==> config.mk <==
export PLATFORM = sky130hd
export DESIGN_NAME = flevel_set
export DESIGN_NICKNAME = d
export VERILOG_FILES = /design/src/common/ssb_pkg.sv /design/src/hdl/flevel_set.sv
export VERILOG_INCLUDE_DIRS = /design/src /design/src/common
export SDC_FILE = /design/constraint.sdc
export NUM_CORES = 2
export LEC_CHECK = 0
export BUFFER_PORTS_ARGS = -buffer_cell sky130_fd_sc_hd__buf_2
export CAP_MARGIN = 40
export CELL_PAD_IN_SITES_DETAIL_PLACEMENT = 1
export CELL_PAD_IN_SITES_GLOBAL_PLACEMENT = 1
export CORE_ASPECT_RATIO = 1.1
export CORE_MARGIN = 1
export CORE_UTILIZATION = 45
export CTS_CLUSTER_DIAMETER = 60
export DETAILED_ROUTE_END_ITERATION = 7
export HOLD_SLACK_MARGIN = 0.1
export PLACE_DENSITY = 0.8
export RECOVER_POWER = 50
export SYNTH_ARGS = -nofsm -noshare
export SYNTH_HDL_FRONTEND = slang
export SYNTH_SLANG_ARGS = --single-unit
==> constraint.sdc <==
create_clock -name clk -period 3.9 [get_ports clk]
set_clock_uncertainty 0.1 [all_clocks]
set_input_delay 0.585 -clock clk [delete_from_list [all_inputs] [get_ports clk]]
set_output_delay 0.585 -clock clk [all_outputs]
set_load 0.02 [all_outputs]
==> src/common/ssb_macros.svh <==
`ifndef SSB_MACROS_SVH
`define SSB_MACROS_SVH

// Interleaved I/Q drive input width
`define SSB_DRIVE_W 18
// Local oscillator word width (cosa, sina)
`define SSB_LO_W 18
// Interpolated baseband width, one bit above the drive slice
`define SSB_IQ_W 17
// DAC word width
`define SSB_DAC_W 16
// Midpoint correction coefficient, 32768 is a gain of one half
`define SSB_COEFF_W 16

// Pipeline depth of each stage in clk cycles
`define SSB_LAT_INTERP 2
`define SSB_LAT_MIX 2
`define SSB_LAT_AFTB 3

// Product scaling back to DAC range
`define SSB_MIX_SHIFT 17
`define SSB_AFTB_SHIFT 16

// Saturation input width and DAC limits
`define SSB_SAT_W 40
`define SSB_DAC_MAX 32767
`define SSB_DAC_MIN (-32768)

`endif

==> src/common/ssb_pkg.sv <==
`include "ssb_macros.svh"

package ssb_pkg;

	// Raw drive sample, I and Q alternating
	typedef logic signed [`SSB_DRIVE_W-1:0] drive_t;

	// LO sample
	typedef logic signed [`SSB_LO_W-1:0] lo_t;

	// Full-rate I or Q after interpolation
	typedef logic signed [`SSB_IQ_W-1:0] iq_t;

	// Two's-complement DAC word
	typedef logic signed [`SSB_DAC_W-1:0] dac_t;

	// Unsigned gain, full scale just under unity
	typedef logic [`SSB_COEFF_W-1:0] coeff_t;

	// div_state bit 0, high while an I sample sits on the drive input
	typedef enum logic {
		PHASE_Q = 1'b0,
		PHASE_I = 1'b1
	} iq_phase_e;

	// Clamp a wide signed value into the DAC range
	function automatic dac_t sat_dac(input logic signed [`SSB_SAT_W-1:0] v);
		if (v > `SSB_DAC_MAX)
			return dac_t'(`SSB_DAC_MAX);
		else if (v < `SSB_DAC_MIN)
			return dac_t'(`SSB_DAC_MIN);
		else
			return dac_t'(v);
	endfunction

endpackage

==> src/hdl/flevel_set.sv <==
`timescale 1ns/1ps
`include "ssb_macros.svh"

module flevel_set import ssb_pkg::*; (
	input  logic clk,
	input  logic i_arst_n,
	input  lo_t  i_cosd,
	input  lo_t  i_sind,
	input  iq_t  i_i_data,
	input  iq_t  i_q_data,
	output dac_t o_data
);

	// Full precision products
	logic signed [`SSB_IQ_W+`SSB_LO_W-1:0] prod_i;
	logic signed [`SSB_IQ_W+`SSB_LO_W-1:0] prod_q;
	// One guard bit for the sum
	logic signed [`SSB_IQ_W+`SSB_LO_W:0] prod_sum;
	// Sum scaled back towards DAC range, before clamping
	logic signed [`SSB_SAT_W-1:0] mix_scaled;

	// Stage 1
	// I against cosine, Q against sine
	always_ff @(posedge clk or negedge i_arst_n) begin
		if (!i_arst_n) begin
			prod_i <= '0;
			prod_q <= '0;
		end else begin
			prod_i <= i_i_data * i_cosd;
			prod_q <= i_q_data * i_sind;
		end
	end

	// Dot product
	assign prod_sum = prod_i + prod_q;

	// Arithmetic shift keeps the sign
	assign mix_scaled = prod_sum >>> `SSB_MIX_SHIFT;

	// Stage 2
	// Clamp to the DAC range
	always_ff @(posedge clk or negedge i_arst_n) begin
		if (!i_arst_n)
			o_data <= '0;
		else
			o_data <= sat_dac(mix_scaled);
	end

endmodule

Word level (Yosys, flattened, before mapping)
Cells that the tools add are included.

operators by class
  add/subtract/negate cells = 1
  multiply operators = 2
  $lt $le $gt $ge = 2
  muxes and demuxes = 2

operators by type and width
  operator              number
  $mul 17x18->35        2
  $add 35x35->36        1
  $mux 16               2
  $gt 19x16->1 const B  1
  $lt 19x16->1 const B  1

storage, ports and cells
  flip-flop bits (word level) = 86
  bits of input ports = 72
  output and inout port bits = 16
  word-level logic and storage cells = 10

Longest topological paths before layout
  word-level depth = 4
  depth in mapped cells = 26
  depth with buffers taken out = 24

Least setup slack after synthesis
No wires, ideal clock.

  path kind = in2reg
  start = in i_q_data[8]
  end = reg prod_q[34]
  setup time = 130 ps
  arrival time = 6498 ps
  required time = 3670 ps
  path slack = -2828 ps
  stages = 24
  path buffers = 2
  cell sequence = clkbuf_1 clkbuf_1 nand2_1 fa_1 inv_1 fa_1 inv_1 fa_1 inv_1 fa_1 fa_1 inv_1 fa_1 inv_1 ha_1 a21oi_1 o21ai_1 a221o_1 a31o_2 a2111oi_2 o211ai_1 a31o_2 o41ai_2 xnor2_1

between the ends
  word-level cells in the longest chain between the ends = 1

ends and longest elaborated chain
  element                 RTL line          source
  start: declaration      flevel_set.sv:10  input iq_t i_q_data,
  $mul 17x18->35          flevel_set.sv:30  prod_q <= i_q_data * i_sind;
  end signal: assignment  flevel_set.sv:30
  end: declaration        flevel_set.sv:16  logic signed [`SSB_IQ_W+`SSB_LO_W-1:0] prod_q;

No other way between the ends.

Worst setup path in the final report
  start = in i_i_data[4]
  end = reg prod_i[32]

between the ends
  word-level cells in the longest chain between the ends = 1

ends and longest elaborated chain
  element                 RTL line          source
  start: declaration      flevel_set.sv:9   input iq_t i_i_data,
  $mul 17x18->35          flevel_set.sv:29  prod_i <= i_i_data * i_cosd;
  end signal: assignment  flevel_set.sv:29
  end: declaration        flevel_set.sv:15  logic signed [`SSB_IQ_W+`SSB_LO_W-1:0] prod_i;

No other way between the ends.

==> Implementation_results.wiki <==
{| class="wikitable"
! Metric !! Value
|-
| Result of the run || finished with violations
|-
| Violations in the final reports || max-capacitance violations, max-slew violations, negative setup slack
|-
| Total via count in the routed design || between 20000 and 25000
|-
| Final max-slew violation count || 48
|-
| Maximum number of pins on one net before global-route repair || 48
|-
| WL per Instance || 24.5 um
|-
| Residual DRC || 0
|-
| RSZ-0062 raised after global routing || yes
|-
| Mean area per synthesized cell || 9.48 um2
|-
| GRT Overall Usage || 0.301
|-
| Portion of the post-synthesis area used by sequential elements || 0.0815
|-
| CP Data Required Time || 4.08 ns
|-
| Source of the critical timing path || i_i_data[4]
|-
| FILL cells || 6276
|-
| Most used flip-flop cell after synthesis || dfrtp_1
|-
| First-pass iteration count of the detailed router || 5
|-
| Net total in the final layout || 4167
|-
| Slew @ Worst Pin || 2.69 ns
|-
| R2R depth || 14
|-
| Final weighted congestion in routability-driven placement || around 0.85
|-
| Wire length of the first global-routing pass || 139000 um
|-
| Final worst path period share || 1.66
|-
| Number of placement rows || about 90
|-
| Slew Limit Headroom || -0.792
|-
| Tmin final || 6.48 ns
|-
| Synth Warn # || 0
|-
| Number of DRC markers in iteration 0 || 1394
|-
| Post-detailed-route count of antenna-violating nets || 0
|-
| Overall overflow remaining after global route || 0
|-
| Placeable core region || between 0.05 and 0.06 mm2
|-
| Worst hold margin || approximately 0.62 ns
|-
| Starting density of the core || 0.458
|-
| Initial antenna violation count || 2
|-
| Post-synth EDFFs || 0
|-
| R2R Setup Slk || 0.09 ns
|-
| Final setup violating endpoints || 59
|-
| Number of global-route vias before repair || 26507
|-
| Share of cells above drive strength 1 || 0.295
|-
| Depth of the CTS H-tree || 3
|-
| Library cell occupying the most area in the post-synthesis netlist || fa_1
|-
| Overall die height || between 200 and 300 um
|-
| Count of pins on the block boundary || 88
|-
| Startpoint-to-endpoint class of the critical path || in -> reg
|-
| Synthesized area || 0.0264 mm2
|-
| Post-CTS Hold Fix Bufs || 0
|-
| Critical register-to-register path startpoint || prod_q[28]$_DFF_PN0_
|-
| Clock network latency to the later pin of the worst-skew pair || 0.37 ns
|-
| Endpoint arrival time on the critical path || roughly 6.7 ns
|-
| Synth unique cells || 66
|-
| Final wirelength || 98400 um
|-
| Die footprint || 0.0597 mm2
|-
| Detailed placement HPWL || 68000 um
|-
| Final hold vios || 0
|-
| Worst-path fanout max || 9
|-
| Crit path launch type || input port
|-
| Synthesized instance count || 2787
|-
| R2R Path End || o_data[12]$_DFF_PN0_
|-
| Worst min-delay path category || in -> reg
|-
| Total CTS buffers || 9
|-
| Layout overhead on the synthesized area || 29.2%
|-
| TritonCTS clock tree || built
|-
| Count of maximum capacitance violations || 1
|-
| TritonCTS sink count || 86
|-
| Largest buffer count on any clock path || 2
|-
| Worst setup slack after layout || -2.58 ns
|-
| Critical Path End || prod_i[32]$_DFF_PN0_
|-
| Library cell used as clock root buffer || clkbuf_16
|-
| Critical Path End Type || flop
|-
| Post-Syn Nets || about 3700
|-
| Share of Yosys cell area claimed by the top area cell type || 0.471
|-
| Via-to-Cell Ratio || roughly 5.6
|-
| Maximum clock rate || 154 MHz
|-
| # port buffers || 87
|-
| Horizontal die dimension || 233 um
|-
| Clock transition at the registers of the reported paths || 0.07 ns
|-
| Post-synth ARST share || 1.00
|-
| Synth Register Bits || 86
|-
| Top post-synthesis cells by area || fa_1 47%, ha_1 9.9%, inv_1 9.4%
|}
==> cell usage after synthesis, drive strengths merged (21+ instances only) <==
library cell and number:
dfrtp 86, nand3 22, nand2 311, nor2 71, xor2 21, inv 660
fa 622, and2 310, clkbuf 82, o21ai 51, a21o 45, ha 208
a21oi 78, xnor2 68
==> logic make-up after synthesis <==
kind of cell / count (synthesis) / synth area share
buffers and inverters: 753 / 0.108
muxes: 1 / 0.000568
xor gates and xnor gates: 89 / 0.0295
DFF: 86 / 0.0815
AOI/OAI and AO/OA: 244 / 0.0609
and+or+nand+nor: 783 / 0.149
adders and majority gates: 831 / 0.570
==> timing repair <==
action | CTS | global route
setup endpoints to repair | 59 | 73
resized for setup | 283 | 283
cloned | 2 | 0
pin swaps | 152 | 197
buffers inserted | 47 | 55
endpoints found under the hold margin | 0 | 0
==> critical path, cell delays in order <==
cell and delay (ns):
buf_12 0.12, buf_12 0.12, and2_4 0.13, fa_2 0.72, buf_6 0.14, fa_2 0.43, fa_1 0.49, fa_1 0.48
fa_1 0.53, inv_1 0.06, fa_1 0.49, inv_1 0.08, ha_4 0.17, buf_4 0.16, nor2_1 0.14, nor2_1 0.06
o21ai_1 0.21, nand2_1 0.12, a21oi_2 0.16, nor2b_1 0.07, o221a_2 0.29, or4_4 0.52, a211o_1 0.27, o211ai_1 0.08
==> routing by layer <==
layer	vias up	share of wire	global-route usage
met4	2	0.064	0.118
met3	445	0.045	0.0296
met1	11698	0.35	0.341
met2	963	0.54	0.571
li1	9224	-	-
met5	-	0.000091	0
==> area by class of cell <==
type | instances | area (um2) | area share
multi-input cells | 1948 | 23400 | 0.685
repair buffers | 560 | 4900 | 0.144
inverters | 660 | 2480 | 0.0728
flip-flops and latches | 86 | 2150 | 0.0631
well taps | 752 | 941 | 0.0276
clock buffers | 10 | 229 | 0.00671
clock inverters | 6 | 45.0 | 0.00132
diodes | 1 | 2.50 | 0.0000733
==> cell usage in the layout, fill, tap and decap left out, types with 14 or more instances in the layout <==
cell type | synthesis | routed
xnor2_2 | 0 | 17
ha_4 | 0 | 52
a21oi_1 | 77 | 37
buf_12 | 0 | 19
buf_2 | 1 | 33
fa_2 | 0 | 33
buf_8 | 0 | 17
inv_1 | 660 | 590
buf_4 | 5 | 381
nand2_2 | 0 | 22
o21ai_0 | 40 | 25
a21oi_2 | 1 | 29
a21o_1 | 44 | 44
xor2_1 | 21 | 19
nor2_1 | 71 | 60
and2_1 | 310 | 257
xnor2_1 | 68 | 50
and2_4 | 0 | 53
nand2_1 | 311 | 280
inv_2 | 0 | 68
fa_1 | 622 | 589
nand2b_1 | 15 | 14
dfrtp_1 | 86 | 86
ha_1 | 208 | 149
nand3_1 | 22 | 15
buf_6 | 2 | 101
==> flip-flops by register name, indices dropped and copies added, names as in the netlist <==
register,cells
prod_q,35
prod_i,35
o_data,16
==> per-stage QoR <==
stage               instances  TNS, ns   util  instance area (um2)  setup WS [ns]
global route             4023  -103.07  0.592                34100          -2.72
detailed placement       3930  -114.56  0.538                31000          -2.94
global placement         3929  -104.90  0.538                31000          -2.70
finish                   4023   -95.52  0.592                34100          -2.58
CTS                      3989   -86.85  0.568                32800          -2.45
floorplan                2787   -76.53      -                27500          -2.34
==> worst min path at each step <==
stage                               from              endpoint  cells after the start
global route                 i_q_data[0]   prod_q[0]$_DFF_PN0_                      3
CTS                             i_arst_n   o_data[0]$_DFF_PN0_                      1
floorplan                       i_arst_n   o_data[0]$_DFF_PN0_                      0
finish                       i_q_data[0]   prod_q[0]$_DFF_PN0_                      3
global placement    prod_q[34]$_DFF_PN0_  o_data[15]$_DFF_PN0_                      3
detailed placement              i_arst_n   o_data[0]$_DFF_PN0_                      1
Power is left out: the tool's default activity adds up to more than one toggle a clock period on the data nets, which glitch-free logic cannot reach.
