File: src/common/ssb_macros.svh
`ifndef SSB_MACROS_SVH
`define SSB_MACROS_SVH

// Interleaved I/Q drive input width
`define SSB_DRIVE_W 18
// Local oscillator word width (cosa, sina)
`define SSB_LO_W 18
// Interpolated baseband width, one bit above the drive slice
`define SSB_IQ_W 17
// DAC word width
`define SSB_DAC_W 16
// Midpoint correction coefficient, 32768 is a gain of one half
`define SSB_COEFF_W 16

// Pipeline depth of each stage in clk cycles
`define SSB_LAT_INTERP 2
`define SSB_LAT_MIX 2
`define SSB_LAT_AFTB 3

// Product scaling back to DAC range
`define SSB_MIX_SHIFT 17
`define SSB_AFTB_SHIFT 16

// Saturation input width and DAC limits
`define SSB_SAT_W 40
`define SSB_DAC_MAX 32767
`define SSB_DAC_MIN (-32768)

`endif

File: src/common/ssb_pkg.sv
`include "ssb_macros.svh"

package ssb_pkg;

	// Raw drive sample, I and Q alternating
	typedef logic signed [`SSB_DRIVE_W-1:0] drive_t;

	// LO sample
	typedef logic signed [`SSB_LO_W-1:0] lo_t;

	// Full-rate I or Q after interpolation
	typedef logic signed [`SSB_IQ_W-1:0] iq_t;

	// Two's-complement DAC word
	typedef logic signed [`SSB_DAC_W-1:0] dac_t;

	// Unsigned gain, full scale just under unity
	typedef logic [`SSB_COEFF_W-1:0] coeff_t;

	// div_state bit 0, high while an I sample sits on the drive input
	typedef enum logic {
		PHASE_Q = 1'b0,
		PHASE_I = 1'b1
	} iq_phase_e;

	// Clamp a wide signed value into the DAC range
	function automatic dac_t sat_dac(input logic signed [`SSB_SAT_W-1:0] v);
		if (v > `SSB_DAC_MAX)
			return dac_t'(`SSB_DAC_MAX);
		else if (v < `SSB_DAC_MIN)
			return dac_t'(`SSB_DAC_MIN);
		else
			return dac_t'(v);
	endfunction

endpackage

File: src/hdl/afterburner.sv
`timescale 1ns/1ps
`include "ssb_macros.svh"

module afterburner import ssb_pkg::*; (
	input  logic                        clk,
	input  logic                        i_arst_n,
	input  logic signed [`SSB_IQ_W-1:0] i_data,
	input  coeff_t                      i_coeff,
	output logic [`SSB_DAC_W-1:0]       o_data0,
	output logic [`SSB_DAC_W-1:0]       o_data1
);

	// Sample x[n] while x[n+1] is on the input
	logic signed [`SSB_IQ_W-1:0] x_d1;
	// Direct path, aligned with the pair sum
	logic signed [`SSB_IQ_W-1:0] dir_r;
	// x[n] + x[n+1]
	logic signed [`SSB_IQ_W:0] sum_r;
	// Coefficient widened with a zero sign bit
	logic signed [`SSB_COEFF_W:0] coeff_s;
	// Midpoint product and its scaled value
	logic signed [`SSB_IQ_W+`SSB_COEFF_W+1:0] mid_prod;
	logic signed [`SSB_SAT_W-1:0] mid_scaled;
	// Two's-complement results
	dac_t out0_r;
	dac_t out1_r;

	// Stage 1
	// One-sample delay gives the lookahead for the midpoint
	always_ff @(posedge clk or negedge i_arst_n) begin
		if (!i_arst_n)
			x_d1 <= '0;
		else
			x_d1 <= i_data;
	end

	// Stage 2
	// Pairwise sum of the held sample and the newest one
	always_ff @(posedge clk or negedge i_arst_n) begin
		if (!i_arst_n) begin
			dir_r <= '0;
			sum_r <= '0;
		end else begin
			dir_r <= x_d1;
			sum_r <= x_d1 + i_data;
		end
	end

	assign coeff_s = {1'b0, i_coeff};

	// Linear interpolation droops at the midpoint
	// A coefficient above 32768 lifts it back up
	assign mid_prod   = sum_r * coeff_s;
	assign mid_scaled = mid_prod >>> `SSB_AFTB_SHIFT;

	// Stage 3
	// Both words clamped to the DAC range
	always_ff @(posedge clk or negedge i_arst_n) begin
		if (!i_arst_n) begin
			out0_r <= '0;
			out1_r <= '0;
		end else begin
			out0_r <= sat_dac(dir_r);
			out1_r <= sat_dac(mid_scaled);
		end
	end

	// Offset binary for the DAC, sign bit inverted
	assign o_data0 = {~out0_r[`SSB_DAC_W-1], out0_r[`SSB_DAC_W-2:0]};
	assign o_data1 = {~out1_r[`SSB_DAC_W-1], out1_r[`SSB_DAC_W-2:0]};

endmodule

File: config.mk
export PLATFORM = sky130hd
export DESIGN_NAME = afterburner
export DESIGN_NICKNAME = d
export VERILOG_FILES = /design/src/common/ssb_pkg.sv /design/src/hdl/afterburner.sv
export VERILOG_INCLUDE_DIRS = /design/src /design/src/common
export SDC_FILE = /design/constraint.sdc
export NUM_CORES = 1
export LEC_CHECK = 0
export CORE_MARGIN = 4
export CORE_UTILIZATION = 67
export DETAILED_ROUTE_END_ITERATION = 12
export DONT_BUFFER_PORTS = 1
export MAX_ROUTING_LAYER = met4
export PLACE_DENSITY = 0.83
export SLEW_MARGIN = 20
export SYNTH_ARGS = -nofsm -noshare
export SYNTH_HDL_FRONTEND = slang
export SYNTH_SLANG_ARGS = --single-unit
File: constraint.sdc
create_clock -name clk -period 8.5 [get_ports clk]
set_input_delay 0.85 -clock clk [delete_from_list [all_inputs] [get_ports clk]]
set_output_delay 0.85 -clock clk [all_outputs]
set_load 0.03 [all_outputs]
**Word-level counts from Yosys, hierarchy flattened**

Index checks and enable logic that the tools add are counted.

- Register bits: 84
- Input port bits: 35
- Word-level logic and storage cells: 17

- Add/sub/neg operators: 1
- Multiply operators: 1
- Magnitude comparators: 4
- Muxes and demuxes: 4
- Bitwise logic cells: 2

Operators by type and width:

| kind | count |
|---|---|
| $mux W16 | 4 |
| $mul A18 B17 Y35 | 1 |
| $gt A19 B16 Y1 const B | 1 |
| $lt A19 B16 Y1 const B | 1 |
| $add A17 B17 Y18 | 1 |
| $gt A17 B16 Y1 const B | 1 |
| $lt A17 B16 Y1 const B | 1 |
| $not A1 Y1 | 2 |

**Depth between registers and ports, before layout**

- Depth in word-level cells: 4
- Depth in mapped cells: 26

**Least setup slack after synthesis**

No wires, ideal clock.

- Path kind: in2reg
- From: in i_coeff[3]
- To: reg out1_r[10]
- Library setup time: 123 ps
- Arrival: 7209 ps
- Slack: 1169 ps
- Stages: 23
- Buffers on the path: 3
- Cell sequence: clkbuf_1 -> clkbuf_1 -> nand2_1 -> fa_1 -> fa_1 -> inv_1 -> fa_1 -> fa_1 -> fa_1 -> inv_1 -> fa_1 -> inv_1 -> ha_1 -> a21oi_2 -> o21ai_1 -> o41ai_1 -> nor3_1 -> a221oi_4 -> a21oi_2 -> a32o_2 -> a211oi_4 -> buf_8 -> o21ai_2

- Cells in the longest elaborated chain, start to end: 4
- Elaborated cells between the ends (all ways): 5
- Those cells by class: mul (1); order compare (2); mux (2)

Ends and longest elaborated chain:

| element | RTL line | source |
|---|---|---|
| start, declared | afterburner.sv:8 | `input coeff_t i_coeff,` |
| $mul A18 B17 Y35 (*) | afterburner.sv:53 | `assign mid_prod = sum_r * coeff_s;` |
| $lt A19 B16 Y1 (no source line) | -- |  |
| $mux W16 | ssb_pkg.sv:30 | `` else if (v < `SSB_DAC_MIN) `` |
| $mux W16 (*) | ssb_pkg.sv:28 | `` if (v > `SSB_DAC_MAX) `` |
| end signal, assigned | afterburner.sv:64 | `out1_r <= sat_dac(mid_scaled);` |
| end, declared | afterburner.sv:26 | `dac_t out1_r;` |

Every way passes the cells marked *; elsewhere a longest branch is shown, timed or not.

**Worst setup path in the final report**

- From: reg sum_r[17]
- To: reg out1_r[0]

- Cells in the longest elaborated chain, start to end: 4
- Elaborated cells between the ends (all ways): 5
- Those cells by class: mul (1); order compare (2); mux (2)

Ends and longest elaborated chain:

| element | RTL line | source |
|---|---|---|
| start, declared | afterburner.sv:18 | `` logic signed [`SSB_IQ_W:0] sum_r; `` |
| start signal, assigned | afterburner.sv:45 | `sum_r <= x_d1 + i_data;` |
| $mul A18 B17 Y35 (*) | afterburner.sv:53 |  |
| $lt A19 B16 Y1 (no source line) | -- |  |
| $mux W16 | ssb_pkg.sv:30 |  |
| $mux W16 (*) | ssb_pkg.sv:28 |  |

Marks and branches as above.

==> metrics.sh <==
FINALSETUPTNS_PS=0
SYNTH_ASYNC_SR_FLOP_SHARE_PCT=100
INITIAL_STANDARD_CELL_UTILIZATION_OF_THE_CORE_PCT=68.7
ANTENNA_FOUND_INITIAL=0
SYNTHTOPCELLSBYAREA='sky130_fd_sc_hd__fa_1, sky130_fd_sc_hd__dfrtp_1, sky130_fd_sc_hd__inv_1, sky130_fd_sc_hd__ha_1, sky130_fd_sc_hd__and2_1'
MIN_PATH_TYPE='input pin to async pin'
TOP_LEVEL_PORTS=67
CTS_HOLD_REPAIR.BUFFERS=0
CLOCK-ROOT-BUFFER='sky130_fd_sc_hd__clkbuf_16'
FINAL_NET_COUNT=1805
DIE_H_UM=153
NUM_ROWS=52
DRC=0
CRIT_PATH_START_KIND='register'
TIMING.FINAL.SETUP_VIOLATIONS=0
DIE_X_UM=153
SYNTHDISTINCTLIBCELLS=54
PATH_BUF_INV=3
POST_CTS_RESIZE_COUNT=0
VIAS=9451
POST-SYNTH-TOP-AREA-FRACTION_PCT=41.7
GLOBAL_ROUTE_WIRE_LENGTH_BEFORE_REPAIR_MM=52.6
FP.COREAREA_UM2=20400
LARGEST_FAMILY_OF_LOGIC_CELLS_BY_SYNTHESIZED_AREA='adder cells'
NUMBER_OF_BUFFERS_INSERTED_DURING_CLOCK_TREE_SYNTHESIS=9
CRITICAL_PATH.TOP_DELAY_FAMILY='adder cells'
CTS_TREE='built'
AVG_WL_PER_CELL_UM=18.5
GRTUSAGETOTAL_PCT=28.9
CRITICAL_PATH.SLOWEST_CELL='sky130_fd_sc_hd__fa_1'
SYNTH_SEQ_AREA_SHARE_PCT=15.0
CRITICAL-PATH-TOP-CELL-BY-COUNT='sky130_fd_sc_hd__fa_1'
CLOCK_SKEW_PS=8.52
REG2REG_FROM='sum_r[17]'
FINALCRITPERIODSHARE_PCT=91.1
STARTPOINT='sum_r[17]'
CTS_NUM_SINKS=84
STDCELL_COUNT=1650
CLKSLEWWORSTSETUPHOLDPATHS_PS=60
RSZ0062_AT_GRT='false'
FIRST_GLOBAL_VIAS=10700
PLACED_CELL_AREA_UM2=14000
TIMING.MAX_SLEW.REL_SLACK_PCT=44.0
SYNTH.MUX.AREA_FRACTION_PCT=0
MAXIMUM_BUFFER_DEPTH_OF_THE_CLOCK_TREE=2
FINALCRITICALPERIOD_PS=7750
NUMPORTBUFFERS=0
SYNTHESIS.NETS=1874
CRITICALPATHCATEGORY='register to register'
CP_CELL_SEQUENCE='nand2_1, fa_1, fa_1, inv_1, fa_1, fa_1, fa_1, inv_1, fa_1, inv_1, ha_1, a21oi_2, o21ai_1, o41ai_1, nor3_1, a221oi_4, a21oi_2, a32o_2, a211oi_4, o21ai_1'
DIE-AREA_UM2=23300
FINAL_CELL_AREA_UM2=14300
TIMING.CRITICAL_PATH.SLOWEST_CELL_DELAY_PS=810
SYNTH_XOR_XNOR_AREA_SHARE_PCT=2.31
STATUS='completed'
DRT-TOTAL-WL_MM=30.5
POST-CTS-SETUP-BUFFERS=0
REMAINING_ANTENNA_VIOLATION_COUNT=0
PIN_COUNT_OF_THE_BIGGEST_NET_ENTERING_GLOBAL_ROUTING=85
WORST_EP_REQUIRED_TIME_PS=8670
CP-END-KIND='register'
NETLIST_AREA_UM2=14000
SYNTH-ADDER-AREA-SHARE_PCT=52.0
POST_ROUTE_CELLS_DRIVE_ABOVE_1_SHARE_PCT=2.97
SYNTH_COMPOUND_GATE_AREA_SHARE_PCT=5.60
POSTSYNTHAREAPERCELL_UM2=9.72
YOSYS_MOST_USED_DFF='sky130_fd_sc_hd__dfrtp_1'
GLOBALPLACE.CONGESTION=0.905
ROUTED_VIA_DENSITY=5.73
CP.ARRIVAL_PS=7910
NETLIST_INSTANCES=1443
FIN_UTIL_PCT=69.8
SLEW_VIOL_FINAL=0
CRITICAL_PATH_PEAK_FANOUT=16
GRT.OVERFLOW.TOTAL=0
YS.WARNINGS.COUNT=0
HPWL_MM=24.2
YOSYS.AREA.TOP_TYPE='sky130_fd_sc_hd__fa_1'
AREA_DELTA_SYNTH_FINAL_PCT=1.69
REPORT.FINAL.HOLD_VIOL_COUNT=0
DRT_PRE_ANTENNA_ITERS=6
HTREE_LEVELS=3
SLEW_AT_THE_PIN_WITH_THE_WORST_MAX_SLEW_SLACK_PS=837
TIMING.FMAX_MHz=129
TIMING.MAX_CAP.VIOLATIONS=0
NUMBER_OF_ENABLE_TYPE_REGISTER_CELLS_IN_THE_SYNTHESIZED_NETLIST=0
SOURCE_TO_SINK_CLOCK_DELAY_AT_THE_LATER_PIN_OF_THE_WORST_SKEW_PAIR_PS=330
PLACE.DETAILED.INSTANCES=1633
YOSYS_REGISTER_BITS=84
FIRST_ITER_VIOLATIONS=624
SYNTHSIMPLEGATEAREAFRAC_PCT=12.2
synthesized netlist by cell type (all sizes together), types with 10 or more instances:
cell type and n:
a21o 10, nor2 22, maj3 15, fa 292
clkbuf 48, inv 368, buf 32, dfrtp 84
and2 114, xnor2 28, nand2 186, o21ai 36
a21oi 26, ha 104
per-stage QoR:
step | hold WS, ps | setup slack [ps]
after floorplan | 357 | 1170
after global placement | 361 | 1020
after detailed placement | 360 | 797
after CTS | 202 | 804
after global routing | 195 | 229
final | 212 | 755
layer usage:
layer,up-vias,part of all wire (%),global-route usage (%)
li1,4070,-,-
met1,4896,37,34.4
met2,371,53,49.5
met3,114,6.9,5.88
met4,0,3.8,10.1
met5,-,0,-
path summary, 6_finish.rpt:
path,slack (ps),end,cells past startpoint
setup / recovery,750,out1_r[0],20
hold / removal,210,x_d1[1],0
setup reg to reg,750,out1_r[0],20
hold reg to reg,380,dir_r[13],0
max in group asynchronous,8170,dir_r[10],0
min in group clk,380,dir_r[13],0
registers in the layout, summed over array words and instances (netlist names):
signal  count
dir_r      17
x_d1       17
sum_r      18
out1_r     16
out0_r     16
final cells by class:
type	instances	area, um^2
Sequential cell	84	2100
Fill cell	1458	6160
Antenna cell	1	2.50
Clock inverter	3	43.8
Multi-Input combinational cell	911	10100
Clock buffer	13	270
Tap cell	270	338
Inverter	368	1380
kinds of logic (layout without fill, tap and decap cells):
| family | after synthesis | in the layout |
|---|---|---|
| XOR/XNOR | 37 | 37 |
| flip-flops | 84 | 84 |
| AO/OA/AOI/OAI | 108 | 108 |
| other | 0 | 1 |
| adder cells (fa/ha/maj) | 411 | 411 |
| AND/OR/NAND/NOR | 355 | 355 |
| buffers and inverters | 448 | 384 |
layout by cell type (no fill, tap or decap), types with 10 or more instances in the layout:
master / count
sky130_fd_sc_hd__inv_1: 368
sky130_fd_sc_hd__fa_1: 292
sky130_fd_sc_hd__nand2_1: 186
sky130_fd_sc_hd__and2_1: 114
sky130_fd_sc_hd__ha_1: 104
sky130_fd_sc_hd__dfrtp_1: 84
sky130_fd_sc_hd__xnor2_1: 28
sky130_fd_sc_hd__a21oi_1: 23
sky130_fd_sc_hd__nor2_1: 22
sky130_fd_sc_hd__maj3_1: 15
sky130_fd_sc_hd__o21ai_0: 14
sky130_fd_sc_hd__o21ai_1: 12
sky130_fd_sc_hd__a21o_1: 10
sky130_fd_sc_hd__o21ai_2: 10
Power is left out: the tool's default activity adds up to more than one toggle a clock period on the data nets, which glitch-free logic cannot reach.
