$ cat src/common/ssb_macros.svh
`ifndef SSB_MACROS_SVH
`define SSB_MACROS_SVH

// Interleaved I/Q drive input width
`define SSB_DRIVE_W 18
// Local oscillator word width (cosa, sina)
`define SSB_LO_W 18
// Interpolated baseband width, one bit above the drive slice
`define SSB_IQ_W 17
// DAC word width
`define SSB_DAC_W 16
// Midpoint correction coefficient, 32768 is a gain of one half
`define SSB_COEFF_W 16

// Pipeline depth of each stage in clk cycles
`define SSB_LAT_INTERP 2
`define SSB_LAT_MIX 2
`define SSB_LAT_AFTB 3

// Product scaling back to DAC range
`define SSB_MIX_SHIFT 17
`define SSB_AFTB_SHIFT 16

// Saturation input width and DAC limits
`define SSB_SAT_W 40
`define SSB_DAC_MAX 32767
`define SSB_DAC_MIN (-32768)

`endif

$ cat src/common/ssb_pkg.sv
`include "ssb_macros.svh"

package ssb_pkg;

	// Raw drive sample, I and Q alternating
	typedef logic signed [`SSB_DRIVE_W-1:0] drive_t;

	// LO sample
	typedef logic signed [`SSB_LO_W-1:0] lo_t;

	// Full-rate I or Q after interpolation
	typedef logic signed [`SSB_IQ_W-1:0] iq_t;

	// Two's-complement DAC word
	typedef logic signed [`SSB_DAC_W-1:0] dac_t;

	// Unsigned gain, full scale just under unity
	typedef logic [`SSB_COEFF_W-1:0] coeff_t;

	// div_state bit 0, high while an I sample sits on the drive input
	typedef enum logic {
		PHASE_Q = 1'b0,
		PHASE_I = 1'b1
	} iq_phase_e;

	// Clamp a wide signed value into the DAC range
	function automatic dac_t sat_dac(input logic signed [`SSB_SAT_W-1:0] v);
		if (v > `SSB_DAC_MAX)
			return dac_t'(`SSB_DAC_MAX);
		else if (v < `SSB_DAC_MIN)
			return dac_t'(`SSB_DAC_MIN);
		else
			return dac_t'(v);
	endfunction

endpackage

$ cat src/hdl/fiq_interp.sv
`timescale 1ns/1ps
`include "ssb_macros.svh"

module fiq_interp import ssb_pkg::*; (
	input  logic                        clk,
	input  logic                        i_arst_n,
	input  logic signed [`SSB_IQ_W-2:0] i_data,
	input  iq_phase_e                   i_phase,
	output iq_t                         o_i_data,
	output iq_t                         o_q_data
);

	// Per channel history, newest and the one before
	logic signed [`SSB_IQ_W-2:0] i_new, i_old;
	logic signed [`SSB_IQ_W-2:0] q_new, q_old;
	// Which channel was captured last cycle
	iq_phase_e phase_d;

	// Stage 1
	// Steer the incoming sample into its channel history
	always_ff @(posedge clk or negedge i_arst_n) begin
		if (!i_arst_n) begin
			i_new   <= '0;
			i_old   <= '0;
			q_new   <= '0;
			q_old   <= '0;
			phase_d <= PHASE_Q;
		end else begin
			phase_d <= i_phase;
			if (i_phase == PHASE_I) begin
				i_old <= i_new;
				i_new <= i_data;
			end else begin
				q_old <= q_new;
				q_new <= i_data;
			end
		end
	end

	// Stage 2
	// Output is at twice the input scale, so the sum is the exact average
	// The channel just updated gives its midpoint, the other one repeats its newest sample
	always_ff @(posedge clk or negedge i_arst_n) begin
		if (!i_arst_n) begin
			o_i_data <= '0;
			o_q_data <= '0;
		end else if (phase_d == PHASE_I) begin
			o_i_data <= iq_t'(i_old) + iq_t'(i_new);
			o_q_data <= {q_new, 1'b0};
		end else begin
			o_i_data <= {i_new, 1'b0};
			o_q_data <= iq_t'(q_old) + iq_t'(q_new);
		end
	end

endmodule

$ cat config.mk
export PLATFORM = sky130hd
export DESIGN_NAME = fiq_interp
export DESIGN_NICKNAME = d
export VERILOG_FILES = /design/src/common/ssb_pkg.sv /design/src/hdl/fiq_interp.sv
export VERILOG_INCLUDE_DIRS = /design/src /design/src/common
export SDC_FILE = /design/constraint.sdc
export NUM_CORES = 1
export LEC_CHECK = 0
export BUFFER_PORTS_ARGS = -buffer_cell sky130_fd_sc_hd__buf_2
export CAP_MARGIN = 10
export CORE_ASPECT_RATIO = 1.25
export CORE_MARGIN = 2
export CORE_UTILIZATION = 50
export CTS_CLUSTER_DIAMETER = 100
export CTS_CLUSTER_SIZE = 14
export DETAILED_ROUTE_END_ITERATION = 10
export HOLD_SLACK_MARGIN = 0.06
export PLACE_DENSITY = 0.8
export RECOVER_POWER = 25
export SYNTH_ARGS = -nofsm -noshare
export SYNTH_HDL_FRONTEND = slang
export SYNTH_SLANG_ARGS = --single-unit
$ cat constraint.sdc
create_clock -name clk -period 3.7 [get_ports clk]
set_clock_uncertainty 0.15 [all_clocks]
set_input_delay 0 -clock clk [delete_from_list [all_inputs] [get_ports clk]]
set_output_delay 0 -clock clk [all_outputs]
set_load 0.05 [all_outputs]
Word-level counts from Yosys, hierarchy flattened:

Cells that the tools add are included.

* input bits: 19
* output and inout bits: 34
* logic and storage cells: 11
* register bits: 99

* mux-type cells: 2
* add/subtract/negate cells: 2

Operators with widths (count)
* 16-bit by 16-bit adder with 17-bit output: 2
* 17-bit 2-to-1 mux: 2

Longest topological paths before layout:

Gate-level depths: netlist (run 1).

* word-level depth: 2
* gate-level depth with buffers: 8
* mapped depth without buffers: 8

Worst setup path after synthesis (run 1):

OpenSTA, ideal clock, no wires.

* path kind: register to register
* start: register i_new[0]
* end: register o_i_data[8]
* setup time: 92 ps
* path slack: 1122 ps
* path buffers: 0
* required time: 3458 ps
* period minus slack after synthesis: 2578 ps
* arrival: 2336 ps
* stages on the path, launching flop included: 9
* cell sequence: dfrtp_1 -> ha_1 -> fa_1 -> a21o_1 -> a21o_1 -> a21o_1 -> a2111o_1 -> and3_1 -> o31ai_2

* longest elaborated chain between the ends: 2

Ends and longest elaborated chain
* from (decl): RTL line fiq_interp.sv:14 `` logic signed [`SSB_IQ_W-2:0] i_new, i_old; ``
* from (signal assigned): RTL line fiq_interp.sv:32 `i_new <= i_data;`
* 16-bit by 16-bit adder with 17-bit output: RTL line fiq_interp.sv:48 `o_i_data <= iq_t'(i_old) + iq_t'(i_new);`
* 17-bit 2-to-1 mux: RTL line fiq_interp.sv:47 `end else if (phase_d == PHASE_I) begin`
* to (signal assigned): RTL line fiq_interp.sv:48
* to (signal assigned): RTL line fiq_interp.sv:51 `o_i_data <= {i_new, 1'b0};`
* to (decl): RTL line fiq_interp.sv:9 `output iq_t o_i_data,`

No other way between the ends.
A chain may end at the register's enable or synchronous reset.

Worst setup path after layout (run 1):

Same ends and word-level chain as after synthesis.

==> results of run 1 <==
## state kept, by name (all words and copies together), names as in the netlist
signal and flops:
i_new 16, i_old 16, o_i_data 17, o_q_data 17, phase_d 1, q_new 16
q_old 16
## cells in the final DEF (no fill, tap or decap), types with 2 or more instances in the layout
cell / instances
o21a_1: 5
ha_1: 32
buf_2: 23
o31ai_1: 3
fa_1: 2
nand2b_1: 4
dfrtp_1: 98
nor3_1: 8
dlygate4sd3_1: 17
a31oi_1: 5
xnor2_1: 12
xor2_1: 5
nor3b_1: 4
a21oi_1: 24
clkbuf_16: 9
clkinvlp_4: 2
inv_1: 5
a221o_1: 2
a221oi_1: 4
o211ai_1: 6
nor2_1: 19
and3_1: 7
mux2_2: 70
clkbuf_1: 28
clkinv_2: 2
a21o_1: 19
o21ai_0: 4
a31o_1: 3
and2_1: 3
nand4_1: 5
o21ai_1: 15
a2111o_1: 2
nand3_1: 8
a211oi_1: 2
a2111oi_0: 2
buf_4: 4
nand2_1: 30
a311oi_1: 3
nor2b_1: 4
## kinds of logic (layout without fill, tap and decap cells)
group / count (synthesis) / in the layout / synth area share
adders and majority gates: 34 / 34 / 0.0854
AOI/OAI and AO/OA: 106 / 106 / 0.139
other: 0 / 1 / 0
muxes: 72 / 72 / 0.157
xor gates and xnor gates: 17 / 17 / 0.0289
DFF: 99 / 99 / 0.480
buffers and inverters: 23 / 93 / 0.0167
and+or+nand+nor: 97 / 97 / 0.0926
## critical path, cell delays in order, from the launching register on
cell	delay [ns]
dfrtp_1	0.40
ha_1	0.24
fa_1	0.41
a21o_1	0.19
a21o_1	0.20
a21o_1	0.20
a2111o_1	0.48
and3_1	0.20
o31ai_2	0.18
## per-layer routing
metal | global-route usage | vias to the layer above | part of all wire
met2 | 0.331 | 114 | 0.51
li1 | - | 1798 | -
met3 | 0.0333 | 28 | 0.043
met4 | 0.0770 | 0 | 0.026
met1 | 0.262 | 1825 | 0.42
met5 | 0 | - | 0
## synth_stat cells (6+ instances only)
cell	count	area share
xnor2_1	12	0.020
nor3_1	8	0.0078
clkbuf_1	15	0.011
o21ai_1	15	0.015
and3_1	7	0.0085
ha_1	32	0.078
o211ai_1	6	0.0087
mux2_2	70	0.15
nand3_1	8	0.0078
a21oi_1	24	0.023
nand2_1	30	0.022
nor2_1	19	0.014
a21o_1	19	0.028
dfrtp_1	99	0.48
## per-stage QoR
step	area, sq um	hold WS [ns]	setup slack, ns
after floorplan	5160	-0.446	1.12
after global placement	5540	0.0259	1.06
after detailed placement	5540	0.0373	0.962
after CTS	5980	0.0969	0.953
after global routing	5950	0.257	0.850
final	5950	0.168	0.950
## area by class of cell
cell class	count	area, sq um	share of cell area
multi-input cells	326	2600	0.436
clock inverters	6	42.5	0.00715
well taps	129	161	0.0271
flip-flops and latches	99	2480	0.417
inverters	6	22.5	0.00379
clock buffers	9	225	0.0379
repair buffers	72	420	0.0707
diodes	1	2.50	0.000421
## final timing paths
path / start / to / depth (start not counted) / slack [ns]
min in group clk: i_data[0] / q_new[0] / 3 / 0.30
setup / recovery: i_new[0] / o_i_data[8] / 8 / 0.95
setup reg to reg: i_new[0] / o_i_data[8] / 8 / 0.95
hold / removal: i_arst_n / o_i_data[0] / 2 / 0.17
hold reg to reg: i_old[0] / i_old[0] / 1 / 0.36
max in group asynchronous: i_arst_n / o_i_data[15] / 3 / 2.35
## where the power goes
part | total [uW] | leakage, uW | internal [uW] | switching (uW)
Sequential | 1370 | 0.00116 | 1270 | 99.8
Combinational | 1360 | 0.00134 | 472 | 888
Clock | 858 | 0.000128 | 453 | 405
Total | 3590 | 0.00263 | 2190 | 1390
## what timing repair did
item | 4_1_cts | 5_1_grt
setup buffers | 0 | 0
hold endpoints to repair | 104 | 0
hold buffers | 17 | 0
setup endpoints to repair | 0 | 0
==> impl_metrics.json, run 1 <==
{
  "status": "complete, but fails checks",
  "violations": "max-capacitance violations, max-slew violations",
  "grtUsageTotal": 0.200,
  "clk_latency_ns": 0.34,
  "crit_arrival_ns": 2.85,
  "cts-buffers-inserted": 9,
  "setup_viol": 0,
  "relSlewSlack": -0.482,
  "io_buffers": 52,
  "clk_pin_slew_worst_paths_ns": 0.07,
  "grt_overflow": 0,
  "grt_setup_unrepaired": "no",
  "final_nets": 567,
  "drc_errors": 0,
  "ant_nets": 0,
  "cp_max_fo": 5,
  "dieWidth_microns": 94.9,
  "fin_crit_sh": 0.743,
  "worst_pin_slew_ns": 2.22,
  "routed_wirelength_microns": 10700,
  "final_cells": 648,
  "p_per_area_mw_per_mm2": 603,
  "dp_hpwl_microns": 7090,
  "first_pass_iters": 5,
  "async_reset_ff_frac": 1.00,
  "syn_area_sq_mm": 0.00516,
  "post-route-util": 0.592,
  "hold_viol_final": 0,
  "total_power_uw": 3590,
  "synth_edf_count": 0,
  "fp.dieArea_sq_mm": 0.0112,
  "setup_tns_ns": 0,
  "grt_pass1_wl_microns": 17600,
  "maxCapViolCount": 1,
  "period_needed_ns": 2.75,
  "ys_seq_area_frac": 0.480,
  "clk_path_buf_depth": 2,
  "ctsResizeCount": 0,
  "cts_tree": "built",
  "synth_fp_nets": 501,
  "routedWlPerCell_microns": 16.5,
  "min_path_type": "in -> async",
  "via_count": 3765,
  "synth_cell_types": 49,
  "ys_warn_count": 0,
  "grt_pass1_vias": 3685,
  "cts-root-buf": "clkbuf_16",
  "worstPathRequired_ns": 3.80,
  "viasPerCell": 5.81,
  "p_leak_uw": 0.00263,
  "clock-sinks": 99,
  "grt_max_degree": 74,
  "synthCells": 448,
  "cts.htree.levels": 3,
  "maxSlewViolCount": 41,
  "core_sq_mm": 0.0101,
  "area_delta_synth_final_pct": 15.3,
  "startpoint_type": "register",
  "n_fill_cell": 793,
  "ioPinCount": 53,
  "initial_core_util": 0.513,
  "placed_cells": 615,
  "antenna_found_initial": 1,
  "drive_gt1_frac": 0.224,
  "dr.first_iter.drc_count": 294,
  "syn_avg_cell_area_sq_um": 11.5,
  "ys_ff_latch": 99,
  "place.gp.congestion": 0.878,
  "end_kind": "register",
  "fmax_mhz": 364,
  "critPathKind": "reg -> reg",
  "die_y_microns": 118,
  "fp-row-count": 41,
  "synth_ff_type": "dfrtp_1",
  "peakVddDrop_mv": 0.257
}
(Power assumes the default switching activity.)
==> run 2, diff against run 1 <==
ABC_AREA = 1   (was not set)
PLACE_DENSITY = 0.83   (was 0.8)
clock period = 2.2 ns   (was 3.7 ns; I/O delays follow)
==> run 2 against run 1 <==
  * The run now ends clean
  * Critical path type unchanged
  * Routed wire length grew 16%
  * Clock-buffer cell count is the same
  * First-iteration DRC count grew 31%
  * Combinational power grew 54%
  * Synthesized cell count grew 63%
  * Via count grew 25%
  * Largest cell class unchanged
==> impl_metrics.json, run 2 <==
{
  "drc_errors": 0,
  "syn_avg_cell_area_sq_um": 7.82,
  "via_count": 4697,
  "ys_seq_area_frac": 0.435,
  "clk_path_buf_depth": 2,
  "wl_met3_microns": 530,
  "end_kind": "register",
  "first_pass_iters": 4,
  "synth_top_area_share": 0.435,
  "clk_latency_ns": 0.35,
  "viasPerCell": 5.01,
  "p_per_area_mw_per_mm2": 901,
  "drive_gt1_frac": 0.139,
  "top_regs": "o_i_data (17), o_q_data (17)",
  "yosys.area.top_type": "dfrtp_1",
  "placed_cell_area_sq_mm": 0.00610,
  "die_y_microns": 123,
  "p_leak_uw": 0.00347,
  "critPathKind": "reg -> reg",
  "async_reset_ff_frac": 1.00,
  "cts-root-buf": "clkbuf_16",
  "cts-buffers-inserted": 9,
  "place.gp.congestion": 0.925,
  "crit_arrival_ns": 2.15,
  "synth_cell_types": 31,
  "synth.most_common_cell": "nand2_1",
  "ioPinCount": 53,
  "cp_max_fo": 4,
  "grt_overflow": 0,
  "setup_tns_ns": 0,
  "total_power_uw": 5920,
  "routedWlPerCell_microns": 13.3,
  "period_needed_ns": 2.07,
  "wl_met1_microns": 5100,
  "clk_pin_slew_worst_paths_ns": 0.07,
  "worst_pin_slew_ns": 0.620,
  "area_delta_synth_final_pct": 15.4,
  "multi_input_area_sq_mm": 0.00269,
  "p_comb_frac": 0.354,
  "clock-sinks": 99,
  "relSlewSlack": 0.588,
  "maxSlewViolCount": 0,
  "synth_ff_type": "dfrtp_1",
  "dieWidth_microns": 99.4,
  "highest_layer": "met4",
  "n_fill_cell": 960,
  "grt_max_degree": 57,
  "min_path_type": "in -> reg",
  "sequentialPowerShare": 0.371,
  "grt_pass1_wl_microns": 20600,
  "setup_viol": 0,
  "grt_setup_unrepaired": "no",
  "diodes": 0,
  "final_common_cell": "nand2_1",
  "internal-power_uw": 3590,
  "antenna_found_initial": 0,
  "routed_wirelength_microns": 12400,
  "cts_tree": "built",
  "switchingPower_uw": 2330,
  "fp.dieArea_sq_mm": 0.0123,
  "fmax_mhz": 482,
  "wl_met2_microns": 6510,
  "syn_area_sq_mm": 0.00569,
  "final_cell_mix": "nand2_1 (232), inv_1 (104), dfrtp_1 (99), nor2_1 (45), nand3_1 (36)",
  "grt_pass1_vias": 4518,
  "cts.htree.levels": 3,
  "switching_share": 0.393,
  "dr.first_iter.drc_count": 386,
  "synth_edf_count": 0,
  "ff_latch_area_sq_mm": 0.00248,
  "slowest_stage": "fa_1",
  "grtUsageTotal": 0.214,
  "dp_hpwl_microns": 8560,
  "final_cell_area_sq_mm": 0.00657,
  "initial_core_util": 0.514,
  "ys_top_cells_by_count": "nand2_1 (232), inv_1 (104), dfrtp_1 (99)",
  "clockPowerShare": 0.274,
  "synth.area.top_cells": "dfrtp_1 (44%), nand2_1 (15%), ha_1 (7.0%)",
  "core_sq_mm": 0.0111,
  "hold_viol_final": 0,
  "startpoint_type": "register",
  "synth_fp_nets": 781,
  "final_nets": 851,
  "critPathMaxStageDelay_ns": 0.40,
  "ys_ff_latch": 99,
  "ys_warn_count": 0,
  "worstPathCellList": "ha_1, fa_1, nand2_1, nand2_1, nand3_2, nand2_2, or2_1, nand3_2, o21ai_2",
  "maxCapViolCount": 0,
  "fp-row-count": 43,
  "peakVddDrop_mv": 0.416,
  "post-route-util": 0.593,
  "fin_crit_sh": 0.943,
  "synthCells": 728,
  "io_buffers": 52,
  "ant_nets": 0,
  "status": "finished, final reports clean",
  "worstPathRequired_ns": 2.28
}
==> run 2: cell count changes in the layout (fill, tap and decap cells not counted), moves of 10 or more <==
cell | previous run | this run
o21ai_0 | 4 | 27
a21o_1 | 19 | 0
nand2_2 | 0 | 14
nand3_2 | 0 | 10
nor2_1 | 19 | 45
o21ai_1 | 15 | 5
nand2_1 | 30 | 232
inv_1 | 5 | 104
mux2_2 | 70 | 16
xnor2_1 | 12 | 0
a21oi_1 | 24 | 34
nand3_1 | 8 | 36
==> run 2: path summary, 6_finish.rpt <==
check / from / to / slack, ns / cells past startpoint
max: i_new[0] / o_i_data[8] / 0.13 / 9
min: i_data[2] / i_new[2] / 0.28 / 4
max reg2reg: i_new[0] / o_i_data[8] / 0.13 / 9
min reg2reg: q_old[4] / q_old[4] / 0.34 / 2
max in group asynchronous: i_arst_n / i_old[13] / 0.63 / 4
min in group asynchronous: i_arst_n / o_i_data[0] / 0.59 / 3
==> run 2: worst max-delay path: cells and delay by family, from the launching register on <==
kind	cells	cell delay, ns
AO/OA/AOI/OAI	1	0.05
adder cells (fa/ha/maj)	2	0.63
flip-flops	1	0.38
AND/OR/NAND/NOR	6	0.74
==> run 2: kinds of logic after synthesis <==
family                   after synthesis  synth area share
buffers and inverters                133            0.0914
AND/OR/NAND/NOR                      366             0.287
multiplexers                          16            0.0317
adder cells (fa/ha/maj)               34            0.0774
flip-flops                            99             0.435
AO/OA/AOI/OAI                         80            0.0774
==> run 2: what timing repair did <==
action,CTS,global route
hold endpoints to repair,135,0
hold buffers,22,0
setup endpoints to repair,0,10
resized for setup,0,1
buffers inserted,0,0
==> run 2: cell type report <==
cell class	instances	area share
well taps	135	0.0257
clock buffers	9	0.0343
inverters	114	0.0651
clock inverters	7	0.0116
multi-input cells	496	0.410
repair buffers	78	0.0760
flip-flops and latches	99	0.377
==> run 2: power by group through the flow <==
stage          Sequential (uW)  Combinational, uW  Clock, uW
2_1_floorplan             2650               1180          0
3_3_place_gp              2220               2040          0
3_5_place_dp              2230               2080          0
4_1_cts                   2200               2130       1650
5_1_grt                   2220               2340       1720
6_report                  2200               2100       1620
==> run 2: layer usage <==
layer  up-vias  GRT usage
met5         -          0
met1      2177      0.254
met4         0     0.0839
met2        92      0.388
li1       2407          -
met3        21     0.0356
==> run 2: through the flow <==
step,std cells,worst slack [ns],hold WS [ns]
2_1_floorplan,728,0.346,-0.446
3_3_place_gp,901,0.230,-0.113
3_5_place_dp,901,0.203,-0.108
4_1_cts,939,0.0595,0.265
5_1_grt,938,0.0484,0.316
6_report,938,0.126,0.279
==> run 3, diff against run 2 <==
CORE_ASPECT_RATIO = 0.9   (was 1.25)
==> run 3 against run 2 <==
  * Critical path depth unchanged
  * Clock power down 10%
  * Utilization grew 0.75 points
  * Cell count grew 1.6%
  * Non-clock buffer count is the same
  * Via count down 1.4%
  * Critical path type unchanged
  * Critical endpoint unchanged
  * Highest routed layer unchanged
==> impl_metrics.json, run 3 (same netlist as run 2, synthesis figures left out) <==
{
  "dr.first_iter.drc_count": 233,
  "final_cell_mix": "nand2_1 (232), inv_1 (104), dfrtp_1 (99), nor2_1 (45), nand3_1 (36)",
  "hold_viol_final": 0,
  "clockPowerShare": 0.252,
  "placed_cell_area_sq_mm": 0.00613,
  "routedWlPerCell_microns": 12.6,
  "via_count": 4633,
  "routed_wirelength_microns": 12000,
  "critPathMaxStageDelay_ns": 0.39,
  "dp_hpwl_microns": 8490,
  "place.gp.congestion": 0.892,
  "total_power_uw": 5730,
  "setup_tns_ns": 0,
  "dieWidth_microns": 116,
  "maxSlewViolCount": 0,
  "cts_tree": "built",
  "ff_latch_area_sq_mm": 0.00248,
  "crit_arrival_ns": 2.09,
  "clock-sinks": 99,
  "relSlewSlack": 0.334,
  "final_cell_area_sq_mm": 0.00657,
  "fin_crit_sh": 0.915,
  "first_pass_iters": 5,
  "drc_errors": 0,
  "grt_setup_unrepaired": "no",
  "setup_viol": 0,
  "final_nets": 851,
  "core_sq_mm": 0.0109,
  "critPathKind": "reg -> reg",
  "status": "finished, final reports clean",
  "clk_latency_ns": 0.35,
  "ioPinCount": 53,
  "grt_pass1_wl_microns": 20200,
  "slowest_stage": "fa_1",
  "peakVddDrop_mv": 0.540,
  "clk_pin_slew_worst_paths_ns": 0.07,
  "area_delta_synth_final_pct": 15.4,
  "final_common_cell": "nand2_1",
  "switching_share": 0.391,
  "viasPerCell": 4.86,
  "p_per_area_mw_per_mm2": 873,
  "antenna_found_initial": 0,
  "cp_max_fo": 4,
  "n_fill_cell": 953,
  "cts.htree.levels": 3,
  "multi_input_area_sq_mm": 0.00269,
  "p_leak_uw": 0.00347,
  "p_comb_frac": 0.365,
  "worst_pin_slew_ns": 0.999,
  "switchingPower_uw": 2240,
  "internal-power_uw": 3490,
  "fp.dieArea_sq_mm": 0.0123,
  "die_y_microns": 105,
  "startpoint_type": "register",
  "grt_max_degree": 66,
  "min_path_type": "in -> reg",
  "sequentialPowerShare": 0.383,
  "grt_overflow": 0,
  "maxCapViolCount": 0,
  "worstPathCellList": "ha_1, fa_1, nand2_1, nand2_1, nand3_2, nand2_2, or2_1, nand3_2, o21ai_2",
  "initial_core_util": 0.520,
  "grt_pass1_vias": 4456,
  "ant_nets": 0,
  "fmax_mhz": 497,
  "period_needed_ns": 2.01,
  "cts_setup_buffers": 0,
  "diodes": 0,
  "pre_cts_ws_ns": 0.193,
  "cts-root-buf": "clkbuf_16",
  "cts-buffers-inserted": 9,
  "clk_path_buf_depth": 2,
  "io_buffers": 52,
  "worstPathRequired_ns": 2.28,
  "top_regs": "o_i_data (17), o_q_data (17)",
  "drive_gt1_frac": 0.139,
  "whs_ns": 0.281,
  "grtUsageTotal": 0.207,
  "end_kind": "register",
  "finalWorstSetupSlack_ns": 0.187,
  "fp-row-count": 36
}
-- run 3: critical path: cells and delay by family (launching register included) --
| kind | cells | cell delay (ns) |
|---|---|---|
| AOI/OAI and AO/OA | 1 | 0.05 |
| adders and majority gates | 2 | 0.61 |
| DFF | 1 | 0.38 |
| and+or+nand+nor | 6 | 0.70 |
-- run 3: final cells by class --
| class | instances | area share |
|---|---|---|
| clock buffers | 10 | 0.0364 |
| clock inverters | 4 | 0.00419 |
| inverters | 114 | 0.0651 |
| multi-input cells | 496 | 0.410 |
| flip-flops and latches | 99 | 0.377 |
| well taps | 152 | 0.0290 |
| repair buffers | 78 | 0.0781 |
-- run 3: metrics by stage --
step            util  instances
6_report       0.600        953
5_1_grt        0.600        953
4_1_cts        0.604        953
3_5_place_dp   0.560        918
3_3_place_gp   0.560        918
2_1_floorplan      -        728
-- run 3: path summary, 6_finish.rpt --
| path | end | slack [ns] | from | cells after the start |
|---|---|---|---|---|
| setup / recovery | o_i_data[8] | 0.19 | i_new[0] | 9 |
| hold / removal | i_new[0] | 0.28 | i_data[0] | 4 |
| setup reg to reg | o_i_data[8] | 0.19 | i_new[0] | 9 |
| hold reg to reg | q_old[4] | 0.34 | q_old[4] | 2 |
| max in group asynchronous | q_new[0] | 0.65 | i_arst_n | 4 |
| min in group asynchronous | q_old[3] | 0.60 | i_arst_n | 3 |
-- run 3: timing repair --
item	CTS	global route
hold buffers	21	0
hold endpoints to repair	131	0
resized for setup	0	0
-- run 3: layer usage --
metal | track usage | vias up | wire length, microns
li1 | - | 2405 | -
met1 | 0.284 | 2102 | 5760
met2 | 0.331 | 110 | 5490
met3 | 0.0414 | 16 | 550
met4 | 0.0629 | 0 | 174
met5 | 0 | - | 0
-- run 3: power by group through the flow --
stage / clock network [uW] / registers [uW] / logic [uW]
floorplan: 0 / 2650 / 1180
global placement: 0 / 2220 / 2030
detailed placement: 0 / 2220 / 2080
CTS: 1480 / 2190 / 2130
global route: 1530 / 2220 / 2330
finish: 1450 / 2190 / 2090
